File: config.mk
export PLATFORM = sky130hd
export DESIGN_NAME = owt_rx
export DESIGN_NICKNAME = d
export VERILOG_FILES = /design/src/owt_pkg.sv /design/src/owt_frame_assembler.sv /design/src/owt_frame_checker.sv /design/src/owt_line_sampler.sv /design/src/owt_link_monitor.sv /design/src/owt_rx.sv
export VERILOG_INCLUDE_DIRS = /design/src
export SDC_FILE = /design/constraint.sdc
export NUM_CORES = 1
export LEC_CHECK = 0
export BUFFER_PORTS_ARGS = -buffer_cell sky130_fd_sc_hd__buf_4
export CORE_UTILIZATION = 42
export CTS_BUF_LIST = sky130_fd_sc_hd__clkbuf_8
export DETAILED_ROUTE_END_ITERATION = 6
export PLACE_DENSITY = 0.67
export SYNTH_ARGS = -nofsm -noshare
export SYNTH_HDL_FRONTEND = slang
export SYNTH_SLANG_ARGS = --single-unit
File: constraint.sdc
create_clock -name i_clk -period 5.33 [get_ports i_clk]
set_input_delay 1.066 -clock i_clk [delete_from_list [all_inputs] [get_ports i_clk]]
set_output_delay 1.066 -clock i_clk [all_outputs]
set_load 0.03 [all_outputs]
File: src/owt_params.svh
/* frame format, CRC and link error score constants of the owt receiver
   included by the package and by the RTL blocks that size their fields */
`ifndef OWT_PARAMS_SVH
`define OWT_PARAMS_SVH

// ==============================
// frame format
// ==============================
// sync head alternates high and low, starting high
`define OWT_SYNC_BIT_NUM    12
`define OWT_TAIL_BIT_NUM    4
`define OWT_TAIL_PATTERN    4'b1100
`define OWT_CMD_BIT_NUM     8
`define OWT_DATA_BIT_NUM    8
`define OWT_ADCD_BIT_NUM    10
`define OWT_CRC_BIT_NUM     8

// read of this address carries the long data field
`define OWT_ADC_ADDR        7'h1f

// crc-8, zero start, msb first
`define OWT_CRC_POLY        8'h07

// symbol period counter
`define OWT_PERIOD_W        8

// ==============================
// link error score
// ==============================
`define OWT_ERR_CNT_W       4
`define OWT_ERR_MAX         15

// four steps each, entry 0 in the low nibble
`define OWT_ERR_ADD_TABLE   {4'd8, 4'd4, 4'd2, 4'd1}
`define OWT_COR_SUB_TABLE   {4'd4, 4'd3, 4'd2, 4'd1}

`endif

File: src/owt_pkg.sv
/* shared types of the owt receiver
   field tag of a decoded bit and the two views of the received data word */
`include "owt_params.svh"

package owt_pkg;

    typedef enum logic [1:0] {
        FIELD_CMD  = 2'd0,
        FIELD_DATA = 2'd1,
        FIELD_CRC  = 2'd2
    } owt_field_e;

    // adc frames fill all ten bits, register frames only the low byte
    typedef union packed {
        logic [`OWT_ADCD_BIT_NUM-1:0] adc;
        struct packed {
            logic [`OWT_ADCD_BIT_NUM-`OWT_DATA_BIT_NUM-1:0] pad;
            logic [`OWT_DATA_BIT_NUM-1:0]                   value;
        } regv;
    } owt_data_u;

endpackage

File: src/owt_frame_assembler.sv
/* frame state machine of the owt receiver
   counts the sync head, checks both tails, pairs symbols into Manchester
   bits and collects the command, data and crc fields */
`timescale 1ns/1ps
`include "owt_params.svh"

module owt_frame_assembler (
    input  logic                        i_clk,
    input  logic                        i_rst_n,
    input  logic                        i_rise,
    input  logic                        i_sym_vld,
    input  logic                        i_sym_level,
    output logic                        o_head_active,
    output logic                        o_bit_vld,
    output logic                        o_bit,
    output owt_pkg::owt_field_e         o_bit_field,
    output logic                        o_frame_end,
    output logic                        o_frame_abort,
    output logic                        o_tail_ok,
    output logic [`OWT_CMD_BIT_NUM-1:0] o_cmd,
    output owt_pkg::owt_data_u          o_data,
    output logic [`OWT_CRC_BIT_NUM-1:0] o_crc_rx
);
    import owt_pkg::*;

    localparam logic [2:0] ST_IDLE      = 3'd0;
    localparam logic [2:0] ST_HEAD      = 3'd1;
    localparam logic [2:0] ST_SYNC_TAIL = 3'd2;
    localparam logic [2:0] ST_CMD       = 3'd3;
    localparam logic [2:0] ST_ADC_DATA  = 3'd4;
    localparam logic [2:0] ST_NML_DATA  = 3'd5;
    localparam logic [2:0] ST_CRC       = 3'd6;
    localparam logic [2:0] ST_END_TAIL  = 3'd7;

    logic [2:0]                   state;
    logic [2:0]                   next_field;
    logic [3:0]                   cnt;
    logic [3:0]                   field_last;
    logic                         in_bits;
    logic                         pair_second;
    logic                         pair_first;
    logic                         bit_ok;
    logic                         bit_bad;
    logic [`OWT_TAIL_BIT_NUM-1:0] tail_sr;
    logic                         tail_match;
    logic                         cmd_start;
    logic [`OWT_CMD_BIT_NUM-1:0]  cmd_next;
    logic                         adc_sel;

    assign in_bits    = state inside {ST_CMD, ST_ADC_DATA, ST_NML_DATA, ST_CRC};
    // 1 is high then low, 0 is low then high
    assign bit_ok     = in_bits && i_sym_vld && pair_second && (pair_first != i_sym_level);
    assign bit_bad    = in_bits && i_sym_vld && pair_second && (pair_first == i_sym_level);
    assign tail_match = {tail_sr[`OWT_TAIL_BIT_NUM-2:0], i_sym_level} == `OWT_TAIL_PATTERN;
    assign cmd_start  = (state == ST_SYNC_TAIL) && i_sym_vld && (cnt == field_last) &&
                        tail_match;
    assign cmd_next   = {o_cmd[`OWT_CMD_BIT_NUM-2:0], pair_first};
    // read command with the adc address
    assign adc_sel    = !cmd_next[`OWT_CMD_BIT_NUM-1] &&
                        (cmd_next[`OWT_CMD_BIT_NUM-2:0] == `OWT_ADC_ADDR);

    assign o_head_active = (state == ST_HEAD);
    assign o_bit_vld     = bit_ok;
    assign o_bit         = pair_first;

    // field length, next field and bit tag per state
    always_comb begin
        field_last  = 4'(`OWT_CRC_BIT_NUM - 1);
        next_field  = ST_END_TAIL;
        o_bit_field = FIELD_CRC;
        case (state)
            ST_HEAD: begin
                field_last = 4'(`OWT_SYNC_BIT_NUM / 2 - 1);
            end
            ST_SYNC_TAIL, ST_END_TAIL: begin
                field_last = 4'(`OWT_TAIL_BIT_NUM - 1);
            end
            ST_CMD: begin
                field_last  = 4'(`OWT_CMD_BIT_NUM - 1);
                next_field  = adc_sel ? ST_ADC_DATA : ST_NML_DATA;
                o_bit_field = FIELD_CMD;
            end
            ST_ADC_DATA: begin
                field_last  = 4'(`OWT_ADCD_BIT_NUM - 1);
                next_field  = ST_CRC;
                o_bit_field = FIELD_DATA;
            end
            ST_NML_DATA: begin
                field_last  = 4'(`OWT_DATA_BIT_NUM - 1);
                next_field  = ST_CRC;
                o_bit_field = FIELD_DATA;
            end
            default: begin
                field_last = 4'(`OWT_CRC_BIT_NUM - 1);
            end
        endcase
    end

    // ==============================
    // frame state machine
    // ==============================
    always_ff @(posedge i_clk or negedge i_rst_n) begin
        if (!i_rst_n) begin
            state         <= ST_IDLE;
            cnt           <= '0;
            pair_second   <= 1'b0;
            pair_first    <= 1'b0;
            tail_sr       <= '0;
            o_frame_end   <= 1'b0;
            o_frame_abort <= 1'b0;
            o_tail_ok     <= 1'b0;
        end else begin
            o_frame_end   <= 1'b0;
            o_frame_abort <= 1'b0;
            if (i_sym_vld) begin
                tail_sr <= {tail_sr[`OWT_TAIL_BIT_NUM-2:0], i_sym_level};
            end
            if (in_bits && i_sym_vld) begin
                pair_second <= ~pair_second;
                pair_first  <= i_sym_level;
            end
            case (state)
                ST_IDLE: begin
                    if (i_rise) begin
                        state <= ST_HEAD;
                        cnt   <= '0;
                    end
                end
                // first rise of the sync tail closes the head
                ST_HEAD: begin
                    if (i_rise && (cnt == field_last)) begin
                        state <= ST_SYNC_TAIL;
                        cnt   <= '0;
                    end else if (i_rise) begin
                        cnt <= cnt + 1'b1;
                    end
                end
                ST_SYNC_TAIL, ST_END_TAIL: begin
                    if (i_sym_vld && (cnt == field_last)) begin
                        cnt           <= '0;
                        state         <= cmd_start ? ST_CMD : ST_IDLE;
                        o_frame_abort <= (state == ST_SYNC_TAIL) && !tail_match;
                        o_frame_end   <= (state == ST_END_TAIL);
                        if (state == ST_END_TAIL) begin
                            o_tail_ok <= tail_match;
                        end
                    end else if (i_sym_vld) begin
                        cnt <= cnt + 1'b1;
                    end
                end
                ST_CMD, ST_ADC_DATA, ST_NML_DATA, ST_CRC: begin
                    if (bit_bad) begin
                        state         <= ST_IDLE;
                        cnt           <= '0;
                        pair_second   <= 1'b0;
                        o_frame_abort <= 1'b1;
                    end else if (bit_ok && (cnt == field_last)) begin
                        state <= next_field;
                        cnt   <= '0;
                    end else if (bit_ok) begin
                        cnt <= cnt + 1'b1;
                    end
                end
                default: begin
                    state <= ST_IDLE;
                end
            endcase
        end
    end

    // ==============================
    // field registers
    // ==============================
    always_ff @(posedge i_clk) begin
        // short data lands in the low byte with zero pad
        if (cmd_start) begin
            o_data <= '0;
        end
        if (bit_ok && (state == ST_CMD)) begin
            o_cmd <= cmd_next;
        end
        if (bit_ok && ((state == ST_ADC_DATA) || (state == ST_NML_DATA))) begin
            o_data.adc <= {o_data.adc[`OWT_ADCD_BIT_NUM-2:0], pair_first};
        end
        if (bit_ok && (state == ST_CRC)) begin
            o_crc_rx <= {o_crc_rx[`OWT_CRC_BIT_NUM-2:0], pair_first};
        end
    end

endmodule

File: src/owt_frame_checker.sv
/* frame checker of the owt receiver
   serial crc-8 over command and data bits, one acknowledge per frame */
`timescale 1ns/1ps
`include "owt_params.svh"

module owt_frame_checker (
    input  logic                        i_clk,
    input  logic                        i_rst_n,
    input  logic                        i_bit_vld,
    input  logic                        i_bit,
    input  owt_pkg::owt_field_e         i_bit_field,
    input  logic                        i_frame_end,
    input  logic                        i_frame_abort,
    input  logic                        i_tail_ok,
    input  logic [`OWT_CRC_BIT_NUM-1:0] i_crc_rx,
    output logic                        o_ack,
    output logic                        o_status
);
    import owt_pkg::*;

    logic [`OWT_CRC_BIT_NUM-1:0] crc;
    logic [`OWT_CRC_BIT_NUM-1:0] crc_base;
    logic [`OWT_CRC_BIT_NUM-1:0] crc_next;
    logic                        crc_fb;
    logic                        crc_en;
    logic                        cmd_seen;
    logic                        frame_done;

    assign crc_en     = i_bit_vld && (i_bit_field != FIELD_CRC);
    assign frame_done = i_frame_end || i_frame_abort;

    // restart on the first command bit
    assign crc_base = ((i_bit_field == FIELD_CMD) && !cmd_seen) ? '0 : crc;
    assign crc_fb   = crc_base[`OWT_CRC_BIT_NUM-1] ^ i_bit;
    assign crc_next = {crc_base[`OWT_CRC_BIT_NUM-2:0], 1'b0} ^
                      ({`OWT_CRC_BIT_NUM{crc_fb}} & `OWT_CRC_POLY);

    always_ff @(posedge i_clk or negedge i_rst_n) begin
        if (!i_rst_n) begin
            crc      <= '0;
            cmd_seen <= 1'b0;
        end else begin
            if (crc_en) begin
                crc <= crc_next;
            end
            if (frame_done) begin
                cmd_seen <= 1'b0;
            end else if (crc_en) begin
                cmd_seen <= 1'b1;
            end
        end
    end

    // ==============================
    // frame result
    // ==============================
    always_ff @(posedge i_clk or negedge i_rst_n) begin
        if (!i_rst_n) begin
            o_ack    <= 1'b0;
            o_status <= 1'b0;
        end else begin
            o_ack <= frame_done;
            // abort always fails
            if (frame_done) begin
                o_status <= i_frame_abort || !i_tail_ok || (crc != i_crc_rx);
            end
        end
    end

endmodule

File: src/owt_line_sampler.sv
/* line front end of the owt receiver
   synchronizes the line, flags its edges, learns the symbol period from
   the sync head and samples one level per symbol for the frame assembler */
`timescale 1ns/1ps
`include "owt_params.svh"

module owt_line_sampler (
    input  logic i_clk,
    input  logic i_rst_n,
    input  logic i_owt_rx,
    input  logic i_head_active,
    output logic o_rise,
    output logic o_fall,
    output logic o_sym_vld,
    output logic o_sym_level
);

    logic                     rx_meta;
    logic                     rx_sync;
    logic                     rx_dly;
    logic                     head_q;
    logic                     edge_seen;
    logic                     sample_en;
    logic [`OWT_PERIOD_W-1:0] hi_cnt;
    logic [`OWT_PERIOD_W-1:0] period;
    logic [`OWT_PERIOD_W-1:0] phase;
    logic [`OWT_PERIOD_W-1:0] half_m1;

    // ==============================
    // synchronizer and edges
    // ==============================
    always_ff @(posedge i_clk or negedge i_rst_n) begin
        if (!i_rst_n) begin
            rx_meta <= 1'b0;
            rx_sync <= 1'b0;
            rx_dly  <= 1'b0;
            o_rise  <= 1'b0;
            o_fall  <= 1'b0;
        end else begin
            rx_meta <= i_owt_rx;
            rx_sync <= rx_meta;
            rx_dly  <= rx_sync;
            o_rise  <= rx_sync & ~rx_dly;
            o_fall  <= ~rx_sync & rx_dly;
        end
    end

    assign edge_seen = o_rise | o_fall;

    // ==============================
    // period learning
    // ==============================
    always_ff @(posedge i_clk or negedge i_rst_n) begin
        if (!i_rst_n) begin
            hi_cnt <= '0;
            period <= '0;
            head_q <= 1'b0;
        end else begin
            head_q <= i_head_active;
            // saturating high pulse length
            if (o_rise) begin
                hi_cnt <= `OWT_PERIOD_W'(1);
            end else if (rx_dly && (hi_cnt != '1)) begin
                hi_cnt <= hi_cnt + 1'b1;
            end
            // relearn on a new head and keep the longest high pulse
            if (i_head_active && !head_q) begin
                period <= '0;
            end else if (i_head_active && o_fall && (hi_cnt > period)) begin
                period <= hi_cnt;
            end
        end
    end

    // ==============================
    // symbol sampling
    // ==============================
    assign half_m1   = (period >> 1) - 1'b1;
    assign sample_en = !i_head_active && (period >= `OWT_PERIOD_W'(2));

    always_ff @(posedge i_clk or negedge i_rst_n) begin
        if (!i_rst_n) begin
            phase       <= '0;
            o_sym_vld   <= 1'b0;
            o_sym_level <= 1'b0;
        end else begin
            // edge cycle is phase 0
            if (edge_seen) begin
                phase <= `OWT_PERIOD_W'(1);
            end else if (phase >= period - 1'b1) begin
                phase <= '0;
            end else begin
                phase <= phase + 1'b1;
            end
            o_sym_vld   <= sample_en && !edge_seen && (phase == half_m1);
            o_sym_level <= rx_dly;
        end
    end

endmodule

File: src/owt_link_monitor.sv
/* link monitor of the owt receiver
   saturating error score, raised on failed frames and lowered on good ones */
`timescale 1ns/1ps
`include "owt_params.svh"

module owt_link_monitor (
    input  logic       i_clk,
    input  logic       i_rst_n,
    input  logic       i_ack,
    input  logic       i_status,
    input  logic       i_comerr_mode,
    input  logic [3:0] i_comerr_config,
    output logic       o_com_err
);

    localparam logic [15:0]                 ADD_TABLE = `OWT_ERR_ADD_TABLE;
    localparam logic [15:0]                 SUB_TABLE = `OWT_COR_SUB_TABLE;
    localparam logic [`OWT_ERR_CNT_W-1:0]   ERR_MAX   = `OWT_ERR_MAX;

    logic [`OWT_ERR_CNT_W-1:0] score;
    logic [`OWT_ERR_CNT_W-1:0] score_nxt;
    logic [`OWT_ERR_CNT_W:0]   sum;
    logic [3:0]                add_step;
    logic [3:0]                sub_step;

    assign add_step = ADD_TABLE[i_comerr_config[3:2]*4 +: 4];
    assign sub_step = SUB_TABLE[i_comerr_config[1:0]*4 +: 4];
    assign sum      = {1'b0, score} + {1'b0, add_step};

    always_comb begin
        score_nxt = score;
        if (i_ack && i_status) begin
            score_nxt = (sum >= {1'b0, ERR_MAX}) ? ERR_MAX : sum[`OWT_ERR_CNT_W-1:0];
        end else if (i_ack) begin
            score_nxt = (sub_step >= score) ? '0 : score - sub_step;
        end
    end

    // flag follows the new score in the same cycle it is stored
    always_ff @(posedge i_clk or negedge i_rst_n) begin
        if (!i_rst_n) begin
            score     <= ERR_MAX;
            o_com_err <= 1'b1;
        end else begin
            score     <= score_nxt;
            o_com_err <= i_comerr_mode ? (score_nxt == '0) : (score_nxt >= add_step);
        end
    end

endmodule

File: src/owt_rx.sv
/* top level of the owt Manchester receiver
   sampler feeds the frame assembler, the checker reports each frame and
   the link monitor scores the results */
`timescale 1ns/1ps
`include "owt_params.svh"

module owt_rx (
    input  logic                        i_clk,
    input  logic                        i_rst_n,
    input  logic                        i_owt_rx,
    input  logic                        i_comerr_mode,
    input  logic [3:0]                  i_comerr_config,
    output logic                        o_rx_ack,
    output logic                        o_rx_status,
    output logic [`OWT_CMD_BIT_NUM-1:0] o_rx_cmd,
    output owt_pkg::owt_data_u          o_rx_data,
    output logic                        o_com_err
);
    import owt_pkg::*;

    logic                        rise;
    logic                        sym_vld;
    logic                        sym_level;
    logic                        head_active;
    logic                        bit_vld;
    logic                        bit_val;
    owt_field_e                  bit_field;
    logic                        frame_end;
    logic                        frame_abort;
    logic                        tail_ok;
    logic [`OWT_CRC_BIT_NUM-1:0] crc_rx;

    owt_line_sampler u_line_sampler (
        .i_clk         (i_clk),
        .i_rst_n       (i_rst_n),
        .i_owt_rx      (i_owt_rx),
        .i_head_active (head_active),
        .o_rise        (rise),
        .o_fall        (),
        .o_sym_vld     (sym_vld),
        .o_sym_level   (sym_level)
    );

    owt_frame_assembler u_frame_assembler (
        .i_clk         (i_clk),
        .i_rst_n       (i_rst_n),
        .i_rise        (rise),
        .i_sym_vld     (sym_vld),
        .i_sym_level   (sym_level),
        .o_head_active (head_active),
        .o_bit_vld     (bit_vld),
        .o_bit         (bit_val),
        .o_bit_field   (bit_field),
        .o_frame_end   (frame_end),
        .o_frame_abort (frame_abort),
        .o_tail_ok     (tail_ok),
        .o_cmd         (o_rx_cmd),
        .o_data        (o_rx_data),
        .o_crc_rx      (crc_rx)
    );

    owt_frame_checker u_frame_checker (
        .i_clk         (i_clk),
        .i_rst_n       (i_rst_n),
        .i_bit_vld     (bit_vld),
        .i_bit         (bit_val),
        .i_bit_field   (bit_field),
        .i_frame_end   (frame_end),
        .i_frame_abort (frame_abort),
        .i_tail_ok     (tail_ok),
        .i_crc_rx      (crc_rx),
        .o_ack         (o_rx_ack),
        .o_status      (o_rx_status)
    );

    owt_link_monitor u_link_monitor (
        .i_clk           (i_clk),
        .i_rst_n         (i_rst_n),
        .i_ack           (o_rx_ack),
        .i_status        (o_rx_status),
        .i_comerr_mode   (i_comerr_mode),
        .i_comerr_config (i_comerr_config),
        .o_com_err       (o_com_err)
    );

endmodule

==> run_results.csv, run 1 <==
group,metric,value,unit
status,status,"finished, final reports clean",
critical_path,cp-end-kind,"flip-flop",
floorplanning,die_area,0.01265,mm²
clock_tree,clock_latency,370,ps
clock_tree,path_clk_slew,80,ps
clock_tree,cts_buffer_depth,2,
logic_synthesis,synthArstFlopShare,0.7079,
final_layout,final_nets,565,
logic_synthesis,synth_top_flop_cell,"dfrtp_1",
logic_synthesis,synth_area,0.005127,mm²
global_route,track_usage,0.1588,
clock_tree,cts_tree,"yes",
power,leakage,2.495,nW
timing,fin_crit,4001,ps
logic_synthesis,ys_ff_latch,89,
run,drv_cap,0,
global_route,grt_pass1_vias,3420,
detailed_routing,drc_errors,0,
place,dp_slack,957.6,ps
clock_tree,cts_resized,0,
logic_synthesis,netlist_instances,492,
clock_tree,cts_made_buffers,9,
timing,post-route-period-util,0.7507,
logic_synthesis,yosysSeqAreaShare,0.4610,
clock_tree,root_buffer,"clkbuf_8",
timing,rsz0062_at_grt,"no",
final_layout,finish.instance_area,0.005639,mm²
logic_synthesis,ys_warn_count,0,
floorplanning,die_w,112.5,µm
floorplanning,io_pins,29,
timing,worst_slew_pin_slew,1256,ps
floorplanning,initial_utilization,0.4397,
place,placed_area,0.005449,mm²
detailed_routing,first_pass_iters,5,
critical_path,critPathLaunchType,"input port",
place,hpwl,6984,µm
timing,setup_ws,1329,ps
critical_path,cp_max_fo,3,
final_layout,utilization,0.4835,
clock_tree,htreeDepth,3,
place,io_buffer_count,28,
final_layout,fin_cells,667,
power,ir_drop,0.3311,mV
timing,finalSetupViolCount,0,
hold_path,hold_path_class,"reg -> reg",
timing,timing.final.max_slew_violations,0,
clock_tree,ctsHoldBuffers,0,
timing,finClkSkew,15.60,ps
timing,hold_viol,0,
detailed_routing,wl_per_cell,14.30,µm
clock_tree,post_cts_buffers,0,
global_route,grt.overflow.total,0,
floorplanning,die_h,112.5,µm
final_layout,antennaDiodeCount,0,
global_route,grt_max_degree,64,
detailed_routing,drt-total-wl,9537,µm
clock_tree,clock-sinks,89,
critical_path,crit_type,"in -> reg",
critical_path,crit_arrival,4300,ps
detailed_routing,final_antenna_net_count,0,
final_layout,drive_above_1_share,0.1279,
logic_synthesis,syn_area_per_cell,10.42,µm²
final_layout,mostFrequentLayoutCells,"58 x dfrtp_1, 44 x nor2_1, 41 x nand2_1",
logic_synthesis,synth_edf_count,26,
timing,max_freq,249.9,MHz
detailed_routing,vias,3575,
global_route,grt_pass1_wl,16010,µm
power,power_density,352.9,mW/mm²
critical_path,worstPathRequired,5630,ps
global_route,antenna_found_initial,0,
detailed_routing,dr.first_iter.drc_count,168,
place,place_inst,651,
timing,fin_setup_tns,0,ps
place,gp_congestion,0.8457,
logic_synthesis,synth_nets,538,
floorplanning,core,0.01166,mm²
floorplanning,rows,39,
final_layout,final_common_cell,"dfrtp_1",
final_layout,synthToLayoutAreaGrowth,9.981,%
detailed_routing,viasPerCell,5.360,
timing,slew-limit-headroom,0.1560,
logic_synthesis,synthDistinctLibCells,60,
==> worst paths after layout <==
check | slack, ps | cells past startpoint | to | startpoint
worst max-delay path | 1330 | 17 | u_link_monitor.o_com_err | i_comerr_config[0]
worst min-delay path | 360 | 0 | u_line_sampler.rx_sync | u_line_sampler.rx_meta
worst max register to register | 2010 | 14 | u_link_monitor.o_com_err | u_link_monitor.score[0]
worst min register to register | 360 | 0 | u_line_sampler.rx_sync | u_line_sampler.rx_meta
max in group asynchronous | 4050 | 1 | u_frame_assembler.cnt[0] | i_rst_n
min in group asynchronous | 780 | 1 | u_frame_assembler.cnt[2] | i_rst_n
==> final cells by class <==
type | count | area (µm²)
clock buffers | 9 | 123.9
fillers | 1058 | 6023
well taps | 143 | 178.9
repair buffers | 28 | 210.2
multi-input cells | 364 | 2590
clock inverters | 7 | 66.31
inverters | 27 | 106.4
flip-flops and latches | 89 | 2364
==> flip-flops by register name (all words and copies together), names as in the netlist, 3 cells and up <==
signal / count
u_frame_checker.crc: 8
u_frame_assembler.state: 3
u_line_sampler.phase: 8
u_line_sampler.period: 8
u_frame_assembler.cnt: 4
u_frame_assembler.o_data: 10
u_frame_assembler.o_cmd: 8
u_frame_assembler.o_crc_rx: 8
u_link_monitor.score: 4
u_frame_assembler.tail_sr: 3
u_line_sampler.hi_cnt: 8
==> kinds of logic (layout without fill, tap and decap cells) <==
family	count (synthesis)	after routing	share of synthesized area
adder cells (fa/ha/maj)	41	41	0.1015
buffers and inverters	39	71	0.03392
multiplexers	16	16	0.03270
AND/OR/NAND/NOR	197	197	0.2011
flip-flops	89	89	0.4610
AO/OA/AOI/OAI	63	63	0.08956
XOR/XNOR	47	47	0.08028
==> cells in the mapped netlist, drive strengths merged (3+ instances only) <==
cell	number	area, µm²
buf	7	48.79
or3	4	30.03
nand2b	11	68.82
a21o	6	45.04
nor3b	4	30.03
edfxtp	26	780.8
dfstp	5	131.4
o31ai	5	37.54
dfrtp	58	1451
o21a	4	30.03
nand2	41	153.9
nor2	44	165.2
and4	3	26.28
maj3	3	30.03
mux2i	10	100.1
inv	26	97.59
mux2	6	67.56
nor4	3	18.77
clkbuf	5	18.77
or2	4	25.02
ha	36	450.4
nor3	16	80.08
nand4	7	43.79
a211oi	3	27.52
and3	10	67.56
xor2	28	245.2
nor2b	9	63.81
nand3	19	95.09
and2	14	87.58
o21ai	19	95.09
xnor2	19	166.4
a21oi	13	76.33
==> critical path, cell delays in order <==
cell      delay (ps)
buf_4             90
inv_1             50
ha_1             180
or2_2            290
ha_1             210
fa_1             390
nor2b_1          160
o21ai_0          130
nor2b_1          170
nor2_1           100
o221ai_1         170
ha_1             330
nand2b_1         140
a21o_1           180
maj3_1           340
a211oi_1         240
a21oi_1           60
==> metal layers <==
metal  vias to the layer above  share of wire  global-route usage
li1                       1767              -                   -
met1                      1731           0.49              0.2064
met2                        66           0.47              0.2642
met3                        11          0.034             0.03834
met4                         0          0.012             0.04533
met5                         -              0                   0
==> through the flow <==
| step | power (W) | hold WS, ps |
|---|---|---|
| after CTS | 0.002007 | 361.7 |
| after global placement | 0.001527 | 339.6 |
| after floorplan | 0.001423 | 331.2 |
| after global routing | 0.002125 | 364.6 |
| final | 0.001990 | 359.2 |
| after detailed placement | 0.001555 | 344.0 |
==> where the power goes <==
part	internal [W]	switching [W]
Sequential	0.000756	0.000122
Clock	0.000213	0.000236
Combinational	0.000306	0.000357
Power figures use the tool's default switching activity.
==> run 2, diff against run 1 <==
==> constraint.sdc (replaced) <==
create_clock -name i_clk -period 4.2 [get_ports i_clk]
set_input_delay 0.84 -clock i_clk [delete_from_list [all_inputs] [get_ports i_clk]]
set_output_delay 0.84 -clock i_clk [all_outputs]
set_load 0.03 [all_outputs]
==> run_results.csv, run 2 (synthesized netlist as in run 1, its figures left out) <==
group,metric,value,unit
timing,hold_viol,0,
final_layout,finish.instance_area,0.005645,mm²
hold_path,hold_path_class,"reg -> reg",
critical_path,critPathLaunchType,"input port",
global_route,grt.overflow.total,0,
critical_path,crit_arrival,4020,ps
detailed_routing,drt-total-wl,9597,µm
floorplanning,rows,39,
place,dp_slack,62.15,ps
timing,worst_slew_pin_slew,883.8,ps
floorplanning,die_area,0.01265,mm²
detailed_routing,drc_errors,0,
floorplanning,initial_utilization,0.4397,
clock_tree,clock_latency,350,ps
final_layout,regMostFlops,"u_frame_assembler.o_data",
clock_tree,cts_tree,"yes",
final_layout,nFillCells,1079,
final_layout,synthToLayoutAreaGrowth,10.10,%
final_layout,antennaDiodeCount,0,
timing,max_freq,268.1,MHz
timing,timing.final.max_slew_violations,0,
timing,slew-limit-headroom,0.4058,
global_route,grt_pass1_wl,16420,µm
floorplanning,io_pins,29,
run,drv_cap,0,
final_layout,utilization,0.4841,
final_layout,multi_input_area,0.002590,mm²
clock_tree,path_clk_slew,90,ps
power,power_density,445.7,mW/mm²
critical_path,worstPathRequired,4490,ps
detailed_routing,dr.first_iter.drc_count,217,
final_layout,final_common_cell,"dfrtp_1",
timing,post-route-period-util,0.8882,
status,status,"finished, final reports clean",
critical_path,cp-end-kind,"flip-flop",
clock_tree,post_cts_buffers,0,
final_layout,regArea,0.002364,mm²
clock_tree,ctsHoldBuffers,0,
detailed_routing,viasPerCell,5.343,
final_layout,mostFrequentLayoutCells,"58 x dfrtp_1, 44 x nor2_1, 41 x nand2_1",
timing,finClkSkew,6.024,ps
critical_path,cp_max_fo,3,
clock_tree,cts_resized,0,
final_layout,final_nets,566,
detailed_routing,wl_per_cell,14.37,µm
global_route,antenna_found_initial,0,
critical_path,crit_type,"in -> reg",
timing,fin_setup_tns,0,ps
clock_tree,clock-sinks,89,
place,gp_congestion,0.8454,
clock_tree,htreeDepth,3,
timing,setup_ws,469.4,ps
clock_tree,cts_buffer_depth,2,
timing,rsz0062_at_grt,"no",
clock_tree,cts_made_buffers,9,
floorplanning,core,0.01166,mm²
place,io_buffer_count,28,
timing,finalSetupViolCount,0,
floorplanning,die_w,112.5,µm
global_route,grt_pass1_vias,3469,
global_route,track_usage,0.1612,
clock_tree,root_buffer,"clkbuf_8",
power,ir_drop,0.4041,mV
floorplanning,die_h,112.5,µm
final_layout,drive_above_1_share,0.1333,
timing,fin_crit,3731,ps
detailed_routing,vias,3569,
place,placed_area,0.005456,mm²
place,hpwl,6990,µm
detailed_routing,final_antenna_net_count,0,
final_layout,largest_reg_flops,10,
detailed_routing,first_pass_iters,4,
power,leakage,2.502,nW
global_route,grt_max_degree,64,
run 2: cell types whose count changed in the layout (fill, tap and decap cells not counted):
| cell | delta |
|---|---|
| buf_4 | +1 |
| bufinv_16 | -1 |
| clkbuf_8 | +1 |
| clkinv_4 | +2 |
| clkinvlp_4 | -2 |
| inv_1 | -2 |
| inv_6 | +1 |
| inv_8 | +1 |
run 2: metal layers:
layer,vias up,track usage,wire length (µm)
li1,1775,-,-
met1,1730,0.2143,4748
met2,56,0.2675,4498
met3,8,0.03672,254
met4,0,0.03911,96
met5,-,0,0
run 2: stage by stage:
stage                     hold slack, ps  power [W]  cells
after floorplan                    331.2   0.001806    492
after global placement             339.2   0.001937    652
after detailed placement           337.8   0.001975    652
after CTS                          358.0   0.002539    668
after global routing               369.8   0.002701    668
final                              356.6   0.002516    668
run 2: final timing paths:
check                                        start                          to  slack (ps)  cells past startpoint
max in group asynchronous                  i_rst_n  u_frame_assembler.state[2]        3120                      1
hold / removal              u_line_sampler.rx_meta      u_line_sampler.rx_sync         360                      0
setup reg to reg           u_link_monitor.score[0]    u_link_monitor.o_com_err         940                     14
hold reg to reg             u_line_sampler.rx_meta      u_line_sampler.rx_sync         360                      0
min in group asynchronous                  i_rst_n       u_line_sampler.o_fall         570                      1
setup / recovery                i_comerr_config[0]    u_link_monitor.o_com_err         470                     17
run 2: report_power, final:
group | switching [W] | total [W] | internal (W) | leakage, nW
combinational | 0.000459 | 0.000849 | 0.000390 | 1.38
sequential | 0.000153 | 0.00111 | 0.000959 | 1.02
clock | 0.000315 | 0.000555 | 0.000239 | 0.0987
run 2: worst max-delay path, stage by stage:
cell and delay, ps:
buf_4 90, inv_1 50, ha_1 190, or2_2 290
ha_1 210, fa_1 390, nor2b_1 160, o21ai_0 110
nor2b_1 160, nor2_1 100, o221ai_1 160, ha_1 320
nand2b_1 140, a21o_1 180, maj3_1 340, a211oi_1 230
a21oi_1 60
run 2: cell type report:
| class | instances | area share |
|---|---|---|
| multi-input cells | 364 | 0.4588 |
| clock inverters | 6 | 0.009087 |
| inverters | 27 | 0.01884 |
| repair buffers | 29 | 0.03856 |
| well taps | 143 | 0.03169 |
| flip-flops and latches | 89 | 0.4187 |
| clock buffers | 10 | 0.02438 |
==> run 3, diff against run 2 <==
--- a/config.mk
+++ b/config.mk
@@ -10,7 +10,6 @@
 export CORE_UTILIZATION = 42
 export CTS_BUF_LIST = sky130_fd_sc_hd__clkbuf_8
 export DETAILED_ROUTE_END_ITERATION = 6
-export PLACE_DENSITY = 0.67
 export SYNTH_ARGS = -nofsm -noshare
 export SYNTH_HDL_FRONTEND = slang
 export SYNTH_SLANG_ARGS = --single-unit
==> run_results.csv, run 3 (synthesized netlist as in run 1, its figures left out) <==
group,metric,value,unit
power,p_comb_frac,0.334,
global_route,track_usage,0.1637,
global_route,use_met2,0.2733,
clock_tree,root_buffer,"clkbuf_8",
critical_path,crit_start,"i_comerr_config[0]",
detailed_routing,first_pass_iters,4,
power,seq_power_share,0.441,
critical_path,cp_cell_sequence,"buf_4 > inv_1 > ha_1 > or2_2 > ha_1 > fa_1 > nor2b_1 > o21ai_0 > nor2b_1 > nor2_1 > o221ai_1 > ha_1 > nand2b_1 > a21o_1 > maj3_1 > a211oi_1 > a21oi_1",
power,switching_share,0.3589,
clock_tree,cts_tree,"yes",
floorplanning,rows,39,
critical_path,r2r_start,"u_link_monitor.score[0]",
critical_path,cp_max_fo,3,
timing,post-route-period-util,0.8736,
floorplanning,die_h,112.5,µm
detailed_routing,drt-total-wl,9560,µm
final_layout,final_common_cell,"dfrtp_1",
timing,slew-limit-headroom,0.4195,
global_route,grt_pass1_wl,16420,µm
final_layout,mostFrequentLayoutCells,"58 x dfrtp_1, 44 x nor2_1, 41 x nand2_1",
global_route,grt.overflow.total,0,
timing,hold_viol,0,
critical_path,critPathBufInv,2,
detailed_routing,vias,3535,
final_layout,largest_reg_flops,10,
clock_tree,clock-sinks,89,
critical_path,rrSetupSlack,1000,ps
critical_path,cp-end-kind,"flip-flop",
clock_tree,cts_resized,0,
critical_path,reg2reg_depth,14,
critical_path,path_common_cell,"ha_1",
global_route,grt_busiest_layer,"met2",
critical_path,cpMaxStageDelayCell,"fa_1",
critical_path,critPathLaunchType,"input port",
final_layout,synthToLayoutAreaGrowth,10.08,%
critical_path,cp_num_cells,17,
final_layout,antennaDiodeCount,0,
floorplanning,die_w,112.5,µm
clock_tree,htreeDepth,3,
critical_path,critPathTopFamily,"adder cells",
detailed_routing,viasPerCell,5.292,
global_route,use_met3,0.04590,
clock_tree,cts_made_buffers,9,
detailed_routing,dr.first_iter.drc_count,218,
global_route,grt_pass1_vias,3436,
timing,setup_ws,530.9,ps
power,power_density,447.2,mW/mm²
floorplanning,initial_utilization,0.4397,
critical_path,rr_endpoint,"u_link_monitor.o_com_err",
clock_tree,cts_buffer_depth,2,
clock_tree,path_clk_slew,80,ps
place,dp_slack,134.4,ps
floorplanning,core,0.01166,mm²
status,status,"finished, final reports clean",
detailed_routing,wl_per_cell,14.31,µm
timing,finalSetupViolCount,0,
timing,worst_slew_pin_slew,863.3,ps
timing,timing.final.max_slew_violations,0,
detailed_routing,final_antenna_net_count,0,
power,switchingPower,0.0009059,W
final_layout,drive_above_1_share,0.1276,
global_route,antenna_found_initial,0,
global_route,grt_max_degree,64,
final_layout,regMostFlops,"u_frame_assembler.o_data",
final_layout,final_nets,566,
timing,fin_crit,3669,ps
critical_path,cpPeakStageDelay,380,ps
global_route,grtUsageMet1,0.2148,
floorplanning,io_pins,29,
critical_path,crit_type,"in -> reg",
timing,rsz0062_at_grt,"no",
place,gp_congestion,0.8993,
clock_tree,post_cts_buffers,0,
clock_tree,clock_latency,360,ps
detailed_routing,drc_errors,0,
power,p_clk_frac,0.225,
timing,finClkSkew,6.356,ps
critical_path,crit_end,"u_link_monitor.o_com_err",
power,ir_drop,0.2900,mV
power,p_int,0.001618,W
critical_path,worstPathRequired,4490,ps
place,io_buffer_count,28,
timing,fin_setup_tns,0,ps
hold_path,hold_path_class,"reg -> reg",
place,hpwl,6995,µm
power,leakage,2.506,nW
critical_path,crit_arrival,3960,ps
run,drv_cap,0,
clock_tree,ctsHoldBuffers,0,
floorplanning,die_area,0.01265,mm²
timing,max_freq,272.5,MHz
## run 3: cell types whose count changed in the layout (fill, tap and decap cells not counted), sizes merged
cell and change:
bufinv +1, clkbuf -1
## run 3: final cells by class
type,instances,area [µm²]
Fill cell,1069,6018
Multi-Input combinational cell,364,2590
Sequential cell,89,2364
Timing Repair Buffer,29,217.7
Tap cell,143,178.9
Clock buffer,9,123.9
Inverter,27,106.4
Clock inverter,7,63.81
## run 3: power groups by stage
| stage | Clock (W) | Combinational (W) | Sequential [W] |
|---|---|---|---|
| 6_report | 0.000568 | 0.000843 | 0.00111 |
| 2_1_floorplan | 0 | 0.000754 | 0.00105 |
| 4_1_cts | 0.000593 | 0.000850 | 0.00111 |
| 5_1_grt | 0.000619 | 0.000966 | 0.00113 |
| 3_5_place_dp | 0 | 0.000845 | 0.00113 |
| 3_3_place_gp | 0 | 0.000820 | 0.00113 |
## run 3: layer usage
metal	wire, µm	up-vias	share of wire
met5	0	-	0
met2	4573	52	0.48
met1	4579	1709	0.48
met4	53	0	0.0055
met3	353	5	0.037
li1	-	1769	-
## run 3: through the flow
step	cells	power (W)	util	cell area [µm²]	hold slack, ps
4_1_cts	668	0.002557	0.4840	5644	379.5
5_1_grt	668	0.002719	0.4840	5644	389.5
6_report	668	0.002524	0.4840	5644	366.5
3_5_place_dp	652	0.001977	0.4679	5456	353.6
3_3_place_gp	652	0.001948	0.4679	5456	341.0
2_1_floorplan	492	0.001806	-	5127	331.2
## run 3: worst reg2reg max path: stages (launching register included)
cell      delay, ps
dfstp_2         560
inv_1            50
ha_1            220
fa_1            380
nor2b_1         150
o21ai_0         110
nor2b_1         150
nor2_1           90
o221ai_1        160
ha_1            320
nand2b_1        140
a21o_1          170
maj3_1          340
a211oi_1        230
a21oi_1          60
## run 3: how the worst min path moves through the flow
| stage | startpoint | end | slack, ps | depth (start not counted) |
|---|---|---|---|---|
| 6_report | u_line_sampler.rx_meta | u_line_sampler.rx_sync | 370 | 0 |
| 3_3_place_gp | u_line_sampler.rx_meta | u_line_sampler.rx_sync | 340 | 0 |
| 4_1_cts | u_line_sampler.rx_meta | u_line_sampler.rx_sync | 380 | 0 |
| 2_1_floorplan | u_line_sampler.rx_meta | u_line_sampler.rx_sync | 330 | 0 |
| 3_5_place_dp | u_line_sampler.rx_meta | u_line_sampler.rx_sync | 350 | 0 |
| 5_1_grt | u_line_sampler.rx_meta | u_line_sampler.rx_sync | 390 | 0 |
